===== src/design/core_pkg.sv =====
`default_nettype none

package core_pkg;

  ////////////////////
  // Widths
  ////////////////////

  // Data and address width
  localparam int xlen = 32;
  // Instruction parcel width
  localparam int ilen = 32;

  typedef logic [4:0]      reg_addr_t;
  typedef logic [xlen-1:0] word_t;

  // First fetch address after reset
  localparam word_t pc_init = 32'h0000_0200;

  ////////////////////
  // Encodings
  ////////////////////

  // Major opcodes of the supported RV32I subset
  typedef enum logic [6:0] {
    opc_op     = 7'b0110011,
    opc_op_imm = 7'b0010011,
    opc_lui    = 7'b0110111,
    opc_branch = 7'b1100011,
    opc_jal    = 7'b1101111
  } opcode_e;

  // ALU functions
  typedef enum logic [2:0] {
    alu_add,
    alu_sub,
    alu_and,
    alu_or,
    alu_xor,
    alu_slt,
    alu_pass_b
  } alu_op_e;

  // Control transfer kind, resolved in EX
  typedef enum logic [1:0] {
    br_none,
    br_beq,
    br_bne,
    br_jal
  } br_kind_e;

  // Operand source picked by the bypass logic
  typedef enum logic [1:0] {
    byp_rf,
    byp_ex,
    byp_wb
  } byp_sel_e;

endpackage

`default_nettype wire

===== src/design/core_stage_if.sv =====
`default_nettype none

// One decoded instruction on its way from ID to EX
interface core_stage_if import core_pkg::*;
();

  // Strobe, one per instruction
  logic     valid;
  word_t    pc;
  alu_op_e  alu_op;
  br_kind_e br_kind;
  // Destination register and its write enable
  reg_addr_t rd;
  logic      we;
  // Operands after bypass and immediate select
  word_t    opa;
  word_t    opb;
  // Branch or jump destination
  word_t    br_target;

  ////////////////////
  // Views
  ////////////////////

  // Decode side
  modport src (output valid, pc, alu_op, br_kind, rd, we, opa, opb, br_target);

  // Execute side
  modport dst (input valid, pc, alu_op, br_kind, rd, we, opa, opb, br_target);

endinterface

`default_nettype wire


===== src/design/core_top.sv =====
`default_nettype none

module core_top import core_pkg::*;
(
  input  logic            clk,
  input  logic            rst,
  // Instruction bus
  output logic            if_req,
  output word_t           if_nxt_pc,
  input  logic            if_parcel_valid,
  input  logic [ilen-1:0] if_parcel,
  input  word_t           if_parcel_pc,
  // Retire report
  output logic            wb_valid,
  output word_t           wb_pc,
  output logic            wb_we,
  output reg_addr_t       wb_dst,
  output word_t           wb_value
);

  ////////////////////
  // Wires
  ////////////////////

  // IF to ID
  logic            fe_valid;
  logic [ilen-1:0] fe_instr;
  word_t           fe_pc;
  // Redirect and squash
  logic            taken;
  word_t           redirect_pc;
  logic            flush;
  // Register file reads
  reg_addr_t       rs1;
  reg_addr_t       rs2;
  word_t           rdata1;
  word_t           rdata2;
  // Bypass
  byp_sel_e        byp_a;
  byp_sel_e        byp_b;
  word_t           ex_fwd;
  reg_addr_t       ex_dst;
  logic            ex_we;

  // ID to EX bundle
  core_stage_if stage ();

  ////////////////////
  // Units
  ////////////////////

  core_fetch   fetch_unit (.*);

  core_decode  decode_unit (.wb_fwd (wb_value), .*);

  core_execute exec_unit (.*);

  core_control ctrl_unit (.*);

  // Written from the WB register
  core_regfile int_rf (.we (wb_we), .waddr (wb_dst), .wdata (wb_value), .*);

endmodule

`default_nettype wire


===== src/design/core_control.sv =====
`default_nettype none

module core_control import core_pkg::*;
(
  input  logic      clk,
  input  logic      rst,
  input  reg_addr_t rs1,
  input  reg_addr_t rs2,
  input  reg_addr_t ex_dst,
  input  logic      ex_we,
  input  reg_addr_t wb_dst,
  input  logic      wb_we,
  input  logic      taken,
  output byp_sel_e  byp_a,
  output byp_sel_e  byp_b,
  output logic      flush
);

  // Second flush cycle
  logic flush_q;

  // EX result beats WB, x0 never forwards
  function automatic byp_sel_e sel_src(input reg_addr_t rs, input reg_addr_t exd,
                                       input logic exw, input reg_addr_t wbd,
                                       input logic wbw);
    if (exw && exd != 5'd0 && exd == rs)
      return byp_ex;
    else if (wbw && wbd != 5'd0 && wbd == rs)
      return byp_wb;
    else
      return byp_rf;
  endfunction

  ////////////////////
  // Bypass select
  ////////////////////

  assign byp_a = sel_src(rs1, ex_dst, ex_we, wb_dst, wb_we);
  assign byp_b = sel_src(rs2, ex_dst, ex_we, wb_dst, wb_we);

  ////////////////////
  // Flush
  ////////////////////

  always_ff @(posedge clk)
  begin
    if (rst)
      flush_q <= 1'b0;
    else
      flush_q <= taken & ~flush_q;
  end

  // ID and the current parcel now, the in-flight parcel next cycle
  assign flush = taken | flush_q;

endmodule

`default_nettype wire


===== src/design/core_execute.sv =====
`default_nettype none

module core_execute import core_pkg::*;
(
  input  logic      clk,
  input  logic      rst,
  core_stage_if.dst stage,
  output reg_addr_t ex_dst,
  output logic      ex_we,
  output word_t     ex_fwd,
  output logic      taken,
  output word_t     redirect_pc,
  output logic      wb_valid,
  output logic      wb_we,
  output reg_addr_t wb_dst,
  output word_t     wb_value,
  output word_t     wb_pc
);

  logic      ex_valid;
  word_t     ex_pc;
  alu_op_e   ex_alu_op;
  br_kind_e  ex_br_kind;
  reg_addr_t ex_rd;
  logic      ex_rd_we;
  word_t     ex_opa;
  word_t     ex_opb;
  word_t     ex_target;
  word_t     alu_res;
  logic      op_eq;

  ////////////////////
  // EX register
  ////////////////////

  always_ff @(posedge clk)
  begin
    if (rst)
      ex_valid <= 1'b0;
    else
      ex_valid <= stage.valid;
  end

  // Payload follows the bus every cycle
  always_ff @(posedge clk)
  begin
    ex_pc      <= stage.pc;
    ex_alu_op  <= stage.alu_op;
    ex_br_kind <= stage.br_kind;
    ex_rd      <= stage.rd;
    ex_rd_we   <= stage.we;
    ex_opa     <= stage.opa;
    ex_opb     <= stage.opb;
    ex_target  <= stage.br_target;
  end

  ////////////////////
  // ALU
  ////////////////////

  always_comb
  begin
    case (ex_alu_op)
      alu_sub:    alu_res = ex_opa - ex_opb;
      alu_and:    alu_res = ex_opa & ex_opb;
      alu_or:     alu_res = ex_opa | ex_opb;
      alu_xor:    alu_res = ex_opa ^ ex_opb;
      alu_slt:    alu_res = ($signed(ex_opa) < $signed(ex_opb)) ? word_t'(1) : '0;
      alu_pass_b: alu_res = ex_opb;
      default:    alu_res = ex_opa + ex_opb;
    endcase
  end

  // JAL links the return address instead
  assign ex_fwd = (ex_br_kind == br_jal) ? ex_pc + word_t'(4) : alu_res;

  // Branch resolution
  assign op_eq       = (ex_opa == ex_opb);
  assign taken       = ex_valid & ((ex_br_kind == br_jal) |
                                   (ex_br_kind == br_beq &  op_eq) |
                                   (ex_br_kind == br_bne & ~op_eq));
  assign redirect_pc = ex_target;

  // Producer info for the bypass
  assign ex_dst = ex_rd;
  assign ex_we  = ex_valid & ex_rd_we;

  ////////////////////
  // WB register
  ////////////////////

  always_ff @(posedge clk)
  begin
    if (rst)
    begin
      wb_valid <= 1'b0;
      wb_we    <= 1'b0;
    end
    else
    begin
      wb_valid <= ex_valid;
      wb_we    <= ex_we;
    end
  end

  // Retire payload, also the RF write data
  always_ff @(posedge clk)
  begin
    wb_dst   <= ex_rd;
    wb_value <= ex_fwd;
    wb_pc    <= ex_pc;
  end

endmodule

`default_nettype wire


===== src/design/core_regfile.sv =====
`default_nettype none

module core_regfile import core_pkg::*;
(
  input  logic      clk,
  input  reg_addr_t rs1,
  input  reg_addr_t rs2,
  output word_t     rdata1,
  output word_t     rdata2,
  input  logic      we,
  input  reg_addr_t waddr,
  input  word_t     wdata
);

  // x1 to x31, x0 has no storage
  word_t regs [1:31];

  ////////////////////
  // Write port
  ////////////////////

  always_ff @(posedge clk)
  begin
    // Writes to x0 are dropped
    if (we && waddr != 5'd0)
      regs[waddr] <= wdata;
  end

  ////////////////////
  // Read ports
  ////////////////////

  // Asynchronous, old value during a write
  assign rdata1 = (rs1 == 5'd0) ? '0 : regs[rs1];
  assign rdata2 = (rs2 == 5'd0) ? '0 : regs[rs2];

endmodule

`default_nettype wire


===== src/design/core_decode.sv =====
`default_nettype none

module core_decode import core_pkg::*;
(
  input  logic            clk,
  input  logic            rst,
  input  logic            fe_valid,
  input  logic [ilen-1:0] fe_instr,
  input  word_t           fe_pc,
  input  logic            flush,
  output reg_addr_t       rs1,
  output reg_addr_t       rs2,
  input  word_t           rdata1,
  input  word_t           rdata2,
  input  byp_sel_e        byp_a,
  input  byp_sel_e        byp_b,
  input  word_t           ex_fwd,
  input  word_t           wb_fwd,
  core_stage_if.src       stage
);

  logic            id_valid;
  logic [ilen-1:0] id_instr;
  word_t           id_pc;
  opcode_e         opcode;
  logic [2:0]      funct3;
  logic [6:0]      funct7;
  word_t           imm_i;
  word_t           imm_u;
  word_t           imm_b;
  word_t           imm_j;
  word_t           imm_sel;
  logic            use_imm;
  word_t           src_a;
  word_t           src_b;
  alu_op_e         alu_op;
  br_kind_e        br_kind;
  logic            we;

  // funct3 to ALU function, shared by OP and OP-IMM
  function automatic alu_op_e f3_op(input logic [2:0] f3);
    case (f3)
      3'b010:  return alu_slt;
      3'b100:  return alu_xor;
      3'b110:  return alu_or;
      3'b111:  return alu_and;
      default: return alu_add;
    endcase
  endfunction

  // Bypass mux for one source
  function automatic word_t pick(input byp_sel_e sel, input word_t rf, input word_t ex,
                                 input word_t wb);
    case (sel)
      byp_ex:  return ex;
      byp_wb:  return wb;
      default: return rf;
    endcase
  endfunction

  ////////////////////
  // ID register
  ////////////////////

  always_ff @(posedge clk)
  begin
    if (rst)
      id_valid <= 1'b0;
    else
      id_valid <= fe_valid & ~flush;
  end

  // Payload, loaded with each accepted parcel
  always_ff @(posedge clk)
  begin
    if (fe_valid)
    begin
      id_instr <= fe_instr;
      id_pc    <= fe_pc;
    end
  end

  ////////////////////
  // Field decode
  ////////////////////

  assign opcode = opcode_e'(id_instr[6:0]);
  assign funct3 = id_instr[14:12];
  assign funct7 = id_instr[31:25];
  assign rs1    = id_instr[19:15];
  assign rs2    = id_instr[24:20];

  // Immediates, all sign extended from bit 31
  assign imm_i = {{20{id_instr[31]}}, id_instr[31:20]};
  assign imm_u = {id_instr[31:12], 12'b0};
  assign imm_b = {{19{id_instr[31]}}, id_instr[31], id_instr[7], id_instr[30:25],
                  id_instr[11:8], 1'b0};
  assign imm_j = {{11{id_instr[31]}}, id_instr[31], id_instr[19:12], id_instr[20],
                  id_instr[30:21], 1'b0};

  always_comb
  begin
    // Unknown encodings fall through as a no-op
    alu_op  = alu_add;
    br_kind = br_none;
    we      = 1'b0;
    use_imm = 1'b0;
    imm_sel = imm_i;
    case (opcode)
      opc_op:
      begin
        we     = funct3 inside {3'b000, 3'b010, 3'b100, 3'b110, 3'b111};
        alu_op = (funct3 == 3'b000 && funct7[5]) ? alu_sub : f3_op(funct3);
      end
      opc_op_imm:
      begin
        we      = funct3 inside {3'b000, 3'b010, 3'b100, 3'b110, 3'b111};
        alu_op  = f3_op(funct3);
        use_imm = 1'b1;
      end
      opc_lui:
      begin
        we      = 1'b1;
        alu_op  = alu_pass_b;
        use_imm = 1'b1;
        imm_sel = imm_u;
      end
      opc_branch:
      begin
        // Only BEQ and BNE are implemented
        if (funct3 == 3'b000)
          br_kind = br_beq;
        else if (funct3 == 3'b001)
          br_kind = br_bne;
      end
      opc_jal:
      begin
        we      = 1'b1;
        br_kind = br_jal;
      end
      default:
      begin
        we = 1'b0;
      end
    endcase
  end

  // Operand values, newest producer first
  assign src_a = pick(byp_a, rdata1, ex_fwd, wb_fwd);
  assign src_b = pick(byp_b, rdata2, ex_fwd, wb_fwd);

  ////////////////////
  // To EX
  ////////////////////

  assign stage.valid     = id_valid & ~flush;
  assign stage.pc        = id_pc;
  assign stage.alu_op    = alu_op;
  assign stage.br_kind   = br_kind;
  assign stage.rd        = id_instr[11:7];
  assign stage.we        = we;
  assign stage.opa       = src_a;
  assign stage.opb       = use_imm ? imm_sel : src_b;
  // JAL and branches use different offset layouts
  assign stage.br_target = id_pc + ((br_kind == br_jal) ? imm_j : imm_b);

endmodule

`default_nettype wire


===== src/design/core_fetch.sv =====
`default_nettype none

module core_fetch import core_pkg::*;
(
  input  logic            clk,
  input  logic            rst,
  input  logic            taken,
  input  word_t           redirect_pc,
  input  logic            flush,
  output logic            if_req,
  output word_t           if_nxt_pc,
  input  logic            if_parcel_valid,
  input  logic [ilen-1:0] if_parcel,
  input  word_t           if_parcel_pc,
  output logic            fe_valid,
  output logic [ilen-1:0] fe_instr,
  output word_t           fe_pc
);

  // Address of the next request
  word_t req_pc;
  // Address the next useful parcel must carry
  word_t exp_pc;
  logic  accept;

  // Parcel is in sequence and not squashed
  assign accept = if_parcel_valid & (if_parcel_pc == exp_pc) & ~flush;

  ////////////////////
  // PC registers
  ////////////////////

  always_ff @(posedge clk)
  begin
    if (rst)
    begin
      if_req <= 1'b0;
      req_pc <= pc_init;
      exp_pc <= pc_init;
    end
    else
    begin
      // Requests run every cycle once out of reset
      if_req <= 1'b1;
      if (taken)
      begin
        // Restart both streams at the target
        req_pc <= redirect_pc;
        exp_pc <= redirect_pc;
      end
      else
      begin
        if (if_req)
          req_pc <= req_pc + word_t'(4);
        // Step only when the expected parcel shows up
        if (accept)
          exp_pc <= exp_pc + word_t'(4);
      end
    end
  end

  assign if_nxt_pc = req_pc;

  // To ID, stale or squashed parcels are dropped here
  assign fe_valid  = accept;
  assign fe_instr  = if_parcel;
  assign fe_pc     = if_parcel_pc;

endmodule

`default_nettype wire


===== config.mk =====
export PLATFORM = sky130hd
export DESIGN_NAME = core_top
export DESIGN_NICKNAME = d
export VERILOG_FILES = /design/src/design/core_pkg.sv /design/src/design/core_stage_if.sv /design/src/design/core_top.sv /design/src/design/core_control.sv /design/src/design/core_execute.sv /design/src/design/core_regfile.sv /design/src/design/core_decode.sv /design/src/design/core_fetch.sv
export SDC_FILE = /design/constraint.sdc
export NUM_CORES = 2
export LEC_CHECK = 0
export BUFFER_PORTS_ARGS = -buffer_cell sky130_fd_sc_hd__buf_2
export CORE_ASPECT_RATIO = 1.5
export CORE_MARGIN = 2
export CORE_UTILIZATION = 55
export DETAILED_ROUTE_END_ITERATION = 10
export PLACE_DENSITY = 0.77
export SETUP_SLACK_MARGIN = 0.5
export SLEW_MARGIN = 0
export SYNTH_ARGS = -nofsm -noshare
export SYNTH_HDL_FRONTEND = slang
export SYNTH_SLANG_ARGS = --single-unit
export TNS_END_PERCENT = 50

===== constraint.sdc =====
create_clock -name clk -period 8.35 [get_ports clk]
set_input_delay 0.4175 -clock clk [delete_from_list [all_inputs] [get_ports clk]]
set_output_delay 0.4175 -clock clk [all_outputs]
set_load 0.01 [all_outputs]

* After elaboration in Yosys (flattened, before gate mapping) *
Memory sizes are Yosys's and may differ from the RTL's. A register that Yosys moved wholly into a read port is not among the register bits.
Index checks and enable logic that the tools add are counted.

cells by class
  add/subtract/negate cells = 6
  $lt $le $gt $ge = 1
  equal/unequal tests = 30
  mux-type cells = 31
  bitwise operators = 18
  reduce and logical (&&, ||, !) cells = 18

operator list
  kind                     count
  $mux W32                 8
  $pmux W32 S6             1
  $pmux W32 S2             2
  $add A32 B3 Y32 const B  3
  $add A32 B32 Y32         2
  $eq A32 B32 Y1           2
  $and A32 B32 Y32         1
  $lt A32 B32 Y1           1
  $or A32 B32 Y32          1
  $sub A32 B32 Y32         1
  $xor A32 B32 Y32         1
  $mux W31                 1
  $eq A5 B5 Y1             4
  $mux W20                 1
  $eq A3 B3 Y1 const B     6
  $reduce_bool A5 Y1       3
  $eq A7 B6 Y1 const B     2
  $eq A7 B7 Y1 const B     2
  $mux W2                  6
  $pmux W3 S4              1
  $eq A2 B2 Y1 const B     5
  $logic_not A5 Y1         2
  $mux W5                  2
  $and A1 B1 Y1            9
  15 further kinds         37

word-level totals
  register bits = 342
  RAM bits = 992
  input bits = 67
  output and inout bits = 104
  memories = 1

memories
  memory       depth  width  read ports  clocked after memory_dff  write ports  RTL line            source
  int_rf.regs  31     32     2           2                         1            core_regfile.sv:16  word_t regs [1:31];

* Longest topological paths before layout *
  word-level depth = 10
  mapped depth = 17
  depth with buffers taken out = 16

* Cells and area by module *
Synthesis repeated with hierarchy kept, for this count alone.

second synthesis, totals
  cell total of the unflattened synthesis = 5097
  area total of the unflattened synthesis = 67781.3 um^2

modules (own cells, without submodules)
  module        times used  cells each  area each (um^2)  sequential area each (um^2)
  core_regfile  1           2593        46489.6           29788.6
  core_execute  1           1250        10801.6           4224.1
  core_decode   1           697         5796.8            1941.9
  core_fetch    1           520         4401.7            1301.2
  core_control  1           37          291.5             20.0

* Least setup slack after synthesis *
Ideal clock, no wire load.

  path type = register -> register
  start = reg exec_unit.ex_opb[18]
  end = reg decode_unit.id_instr[0] (enable)
  library setup time = 429 ps
  data arrival time = 4153 ps
  slack = 3768 ps
  cell stages (with the launch flop) = 12
  path buffers = 2
  clock period less this slack = 4582 ps
  cells stage by stage = dfxtp_1 inv_1 ha_1 or4_1 nor2_1 nand3_1 nor4_1 mux2i_1 nand2b_1 clkbuf_1 clkbuf_1 and2_1

between the ends
  cells in the longest elaborated chain, start to end = 8
  elaborated cells between the ends (all ways) = 10
  classes of those cells = eq/ne: 1; bitwise: 9

RTL lines
  element                                        RTL line                                source
  start: declaration                             core_execute.sv:27                      word_t ex_opb;
  start signal: assignment                       core_execute.sv:53                      ex_opb <= stage.opb;
  $eq A32 B32 Y1 (*)                             core_execute.sv:78                      assign op_eq = (ex_opa == ex_opb);
  $and A1 B1 Y1 or $not A1 Y1 (tied branches)    core_execute.sv:80, core_execute.sv:81
  $or A1 B1 Y1 or $and A1 B1 Y1 (tied branches)  core_execute.sv:79, core_execute.sv:81
  $or A1 B1 Y1 (*)                               core_execute.sv:80                      (ex_br_kind == br_beq & op_eq) |
  $and A1 B1 Y1 (*)                              core_execute.sv:79                      assign taken = ex_valid & ((ex_br_kind == br_jal) |
  $or A1 B1 Y1 (*)                               core_control.sv:54                      assign flush = taken | flush_q;
  $not A1 Y1 (*)                                 core_fetch.sv:27                        assign accept = if_parcel_valid & (if_parcel_pc == exp_pc) & ~flush;
  $and A1 B1 Y1 (*)                              core_fetch.sv:27
  named net decode_unit.fe_valid                 core_decode.sv:7                        input logic fe_valid,
  end signal: assignment                         core_decode.sv:78                       id_instr <= fe_instr;
  end: declaration                               core_decode.sv:23                       logic [ilen-1:0] id_instr;

The timed path passes the listed nets; every way through them passes the cells marked *.
A chain may end at the register's enable or synchronous reset.

==> qor.txt <==
Ys flop type - edfxtp_1
Synth warn - 0
Worst setup path class - flop to flop
Mapped Area - 0.0657 sq mm
Slew of the pin with the lowest slew margin - 1.31 ns
DRT iter0 DRCs - 5,337
Combinational share of power - 0.007
Clk_lat worst skew - 0.77 ns
WP data arrival - 5.81 ns
DRT Pass-1 Iters - 8
VDD IR max - 0.168 mV
Crit start category - flop
Die area - 0.122 sq mm
Clock tree from TritonCTS - built
Post-DP HPWL - 129 mm
Clock Sinks - 1,343
NetSw - 2560 uW
Post-synthesis average cell area - 14.8 sq um
Run status - finished clean
Core area - 0.119 sq mm
Avg Vias per Cell - 6.98
Post-Syn Instances - 4,443
Final Non-Filler Cells - 6,276
Port buffer count - 170
Sequential cell area fraction in the yosys report - 0.570
Initial Utilization - 0.553
Buffers from clock root to sink, at most - 3
Area of the multi-input gates - 0.0267 sq mm
Final setup violation count - 0
Via Count - 43,800
Ys async rst share - 0
Net Count, Synth - 4,642
Placed Instances - 5,990
Seq cells post-synth - 1,343
Max FO, Critical Path - 95
Row count - 155
Antenna Nets Post-Route - 0
Reg area - 0.0375 sq mm
Fillers - 8,467
Max-slew headroom - 0.117
Critical Path RT - 8.99 ns
Number of global-route vias before repair - 44,500
Number of antenna violations at the first check in global routing - 10
Net Sw Frac - 0.203
Placer Congestion - 1.01
Die H - 427 um
RSZ-0062 raised after global routing - no
Largest net degree at the start of global routing - 127
Avg WL per Cell - 33.5 um
FMAX - 193 MHz
Sequential share of power - 0.564
Clock share of power - 0.429
Maximum capacitance violations - 0
DR DRC count - 0
DIE WIDTH - 286 um
Power Internal - 10,100 uW
Leak - 0.0248 uW
Post-synth EDFFs - 1,056
Tmin final - 5.17 ns
Num CTS Buffers - 116
First-pass GRT wire length - 301 mm
Layout Nets - 4,802
Clock transition at path regs - 0.07 ns
Gr usage total - 0.344
Root Buffer - clkbuf_16
Htree depth - 3
Area growth from synthesis to layout - 11.0%
Max-slew violations - 0
Total I/O pin count - 171
PwrDens - 173 mW/mm^2
Final WL - 210 mm
Setup Skew - 0.0336 ns
GRT overflow - 0
Cell variety after synth - 91
Worst hold path type - primary input to flop
Endpoints failing hold - 0
Setup_tns - 0 ns
Crit path capture type - flop
Share of post-route cells with drive strength above 1 - 0.238
Final period util - 0.619
## state kept, by name (all words and copies together), names as in the netlist, 2 cells and up, named ones only
| signal | flops |
|---|---|
| exec_unit.wb_pc | 32 |
| exec_unit.ex_dst | 5 |
| exec_unit.ex_br_kind | 2 |
| int_rf.regs | 992 |
| exec_unit.ex_pc | 32 |
| decode_unit.id_instr | 32 |
| exec_unit.wb_dst | 5 |
| exec_unit.wb_value | 32 |
| fetch_unit.if_nxt_pc | 32 |
| exec_unit.ex_opb | 32 |
| exec_unit.ex_opa | 32 |
| exec_unit.ex_alu_op | 3 |
| decode_unit.stage.pc | 32 |
| exec_unit.redirect_pc | 31 |
| fetch_unit.exp_pc | 32 |
## cells in the final DEF (no fill, tap or decap), drive strengths merged, types with 32 or more instances in the layout
| cell | synthesis | final |
|---|---|---|
| buf | 101 | 277 |
| dfxtp | 287 | 287 |
| clkbuf | 199 | 140 |
| a21oi | 295 | 295 |
| edfxtp | 1056 | 1056 |
| o21ai | 188 | 188 |
| dlygate4sd3 | 0 | 65 |
| xor2 | 87 | 87 |
| nor3 | 39 | 39 |
| xnor2 | 97 | 97 |
| mux4 | 553 | 553 |
| ha | 129 | 129 |
| nand3 | 60 | 60 |
| a21o | 49 | 49 |
| a211oi | 93 | 93 |
| nor2 | 299 | 299 |
| nor4 | 32 | 32 |
| and3 | 34 | 34 |
| clkinv | 0 | 51 |
| mux2i | 133 | 133 |
| inv | 147 | 156 |
| nand2 | 167 | 167 |
## final cells by class
| type | instances | area share |
|---|---|---|
| clock inverters | 77 | 0.00874 |
| clock buffers | 140 | 0.0426 |
| inverters | 147 | 0.00757 |
| multi-input cells | 2653 | 0.367 |
| flip-flops and latches | 1343 | 0.514 |
| repair buffers | 342 | 0.0330 |
| well taps | 1570 | 0.0269 |
| diodes | 4 | 0.000137 |
## cells in the mapped netlist, types with 9 or more instances
library cell / count / area (sq um)
nand2b_1: 13 / 81.3
nor2_1: 299 / 1120
edfxtp_1: 1056 / 31700
and2_1: 12 / 75.1
xnor2_1: 97 / 850
and3_1: 33 / 206
o21ai_1: 9 / 45.0
a21o_1: 49 / 368
clkbuf_1: 199 / 747
xor2_1: 87 / 762
a211oi_1: 89 / 668
nor2b_1: 20 / 125
o21a_1: 10 / 75.1
mux2i_1: 133 / 1330
buf_1: 44 / 165
mux4_2: 553 / 12500
inv_1: 146 / 548
a31oi_1: 16 / 100
o21ai_0: 177 / 886
dfxtp_1: 287 / 5750
o22ai_1: 16 / 100
nor3_1: 36 / 180
a221o_1: 16 / 160
a21oi_1: 293 / 1470
or3_1: 25 / 156
nand2_1: 167 / 627
o31ai_1: 19 / 143
buf_2: 52 / 260
o211ai_1: 11 / 82.6
a221oi_1: 30 / 263
mux2_2: 23 / 259
nand3_1: 60 / 300
o21bai_1: 16 / 120
nand4_1: 28 / 175
nor4_1: 31 / 194
ha_1: 129 / 1610
o221ai_1: 13 / 114
## path summary, 6_finish.rpt
kind	endpoint	startpoint	cells past startpoint	slack [ns]
worst max-delay path	flop	exec_unit.ex_opb[18]$_DFF_P_	11	3.18
worst min-delay path	decode_unit.id_valid$_SDFF_PP0_	if_parcel_valid	5	0.32
worst max register to register	flop	exec_unit.ex_opb[18]$_DFF_P_	11	3.18
worst min register to register	exec_unit.ex_pc[0]$_DFF_P_	decode_unit.stage.pc[0]$_DFFE_PP_	0	0.34
## kinds of logic (layout without fill, tap and decap cells)
| group | Yosys count | count (layout) | synth area share |
|---|---|---|---|
| other cells | 0 | 4 | 0 |
| fa+ha+maj | 132 | 132 | 0.0255 |
| simple gates | 768 | 768 | 0.0549 |
| mux | 709 | 709 | 0.214 |
| compound gates | 860 | 860 | 0.0843 |
| flops | 1343 | 1343 | 0.570 |
| xor+xnor | 184 | 184 | 0.0245 |
| buf+inv | 447 | 706 | 0.0269 |
## repair_timing
| action | in CTS | in global routing |
|---|---|---|
| setup buffers | 0 | 0 |
| gates resized for setup | 0 | 0 |
| hold buffers | 65 | 0 |
| endpoints found under the setup margin | 0 | 0 |
| hold endpoints to repair | 81 | 0 |
## worst max-delay path, stage by stage (launching register included)
cell      delay [ns]
dfxtp_1         0.36
inv_1           0.07
ha_1            0.48
or4_1           0.62
nor2_1          0.21
nand3_1         0.23
nor4_1          0.96
mux2i_1         0.26
nand2b_2        0.15
buf_4           0.67
and2_1          0.55
mux2_2          0.40
## per-layer routing
| layer | part of all wire | wire [um] | track usage | vias to the layer above |
|---|---|---|---|---|
| met5 | 0.00041 | 87 | 0 | - |
| met4 | 0.092 | 19200 | 0.272 | 14 |
| met3 | 0.10 | 21700 | 0.0772 | 946 |
| met2 | 0.49 | 104000 | 0.575 | 2951 |
| met1 | 0.31 | 65400 | 0.379 | 21900 |
| li1 | - | - | - | 18000 |
## through the flow
step	utilization	instance area (sq um)	power (uW)	hold slack, ns	setup WS [ns]
5_1_grt	0.614	72900	12900	0.347	2.90
6_report	0.614	72900	12600	0.322	3.18
3_3_place_gp	0.577	68500	7310	0.329	3.41
4_1_cts	0.614	72900	12600	0.276	3.24
2_1_floorplan	-	65700	7280	0.323	3.77
3_5_place_dp	0.577	68500	7310	0.328	3.29
## power groups by stage
stage | Combinational (uW) | Sequential, uW | Clock [uW]
CTS | 77.4 | 7110 | 5430
floorplan | 16.9 | 7260 | 0
global placement | 53.2 | 7260 | 0
detailed placement | 53.0 | 7260 | 0
finish | 82.1 | 7110 | 5410
global route | 83.8 | 7110 | 5660
Note: power is estimated with default switching activity, not from simulation.
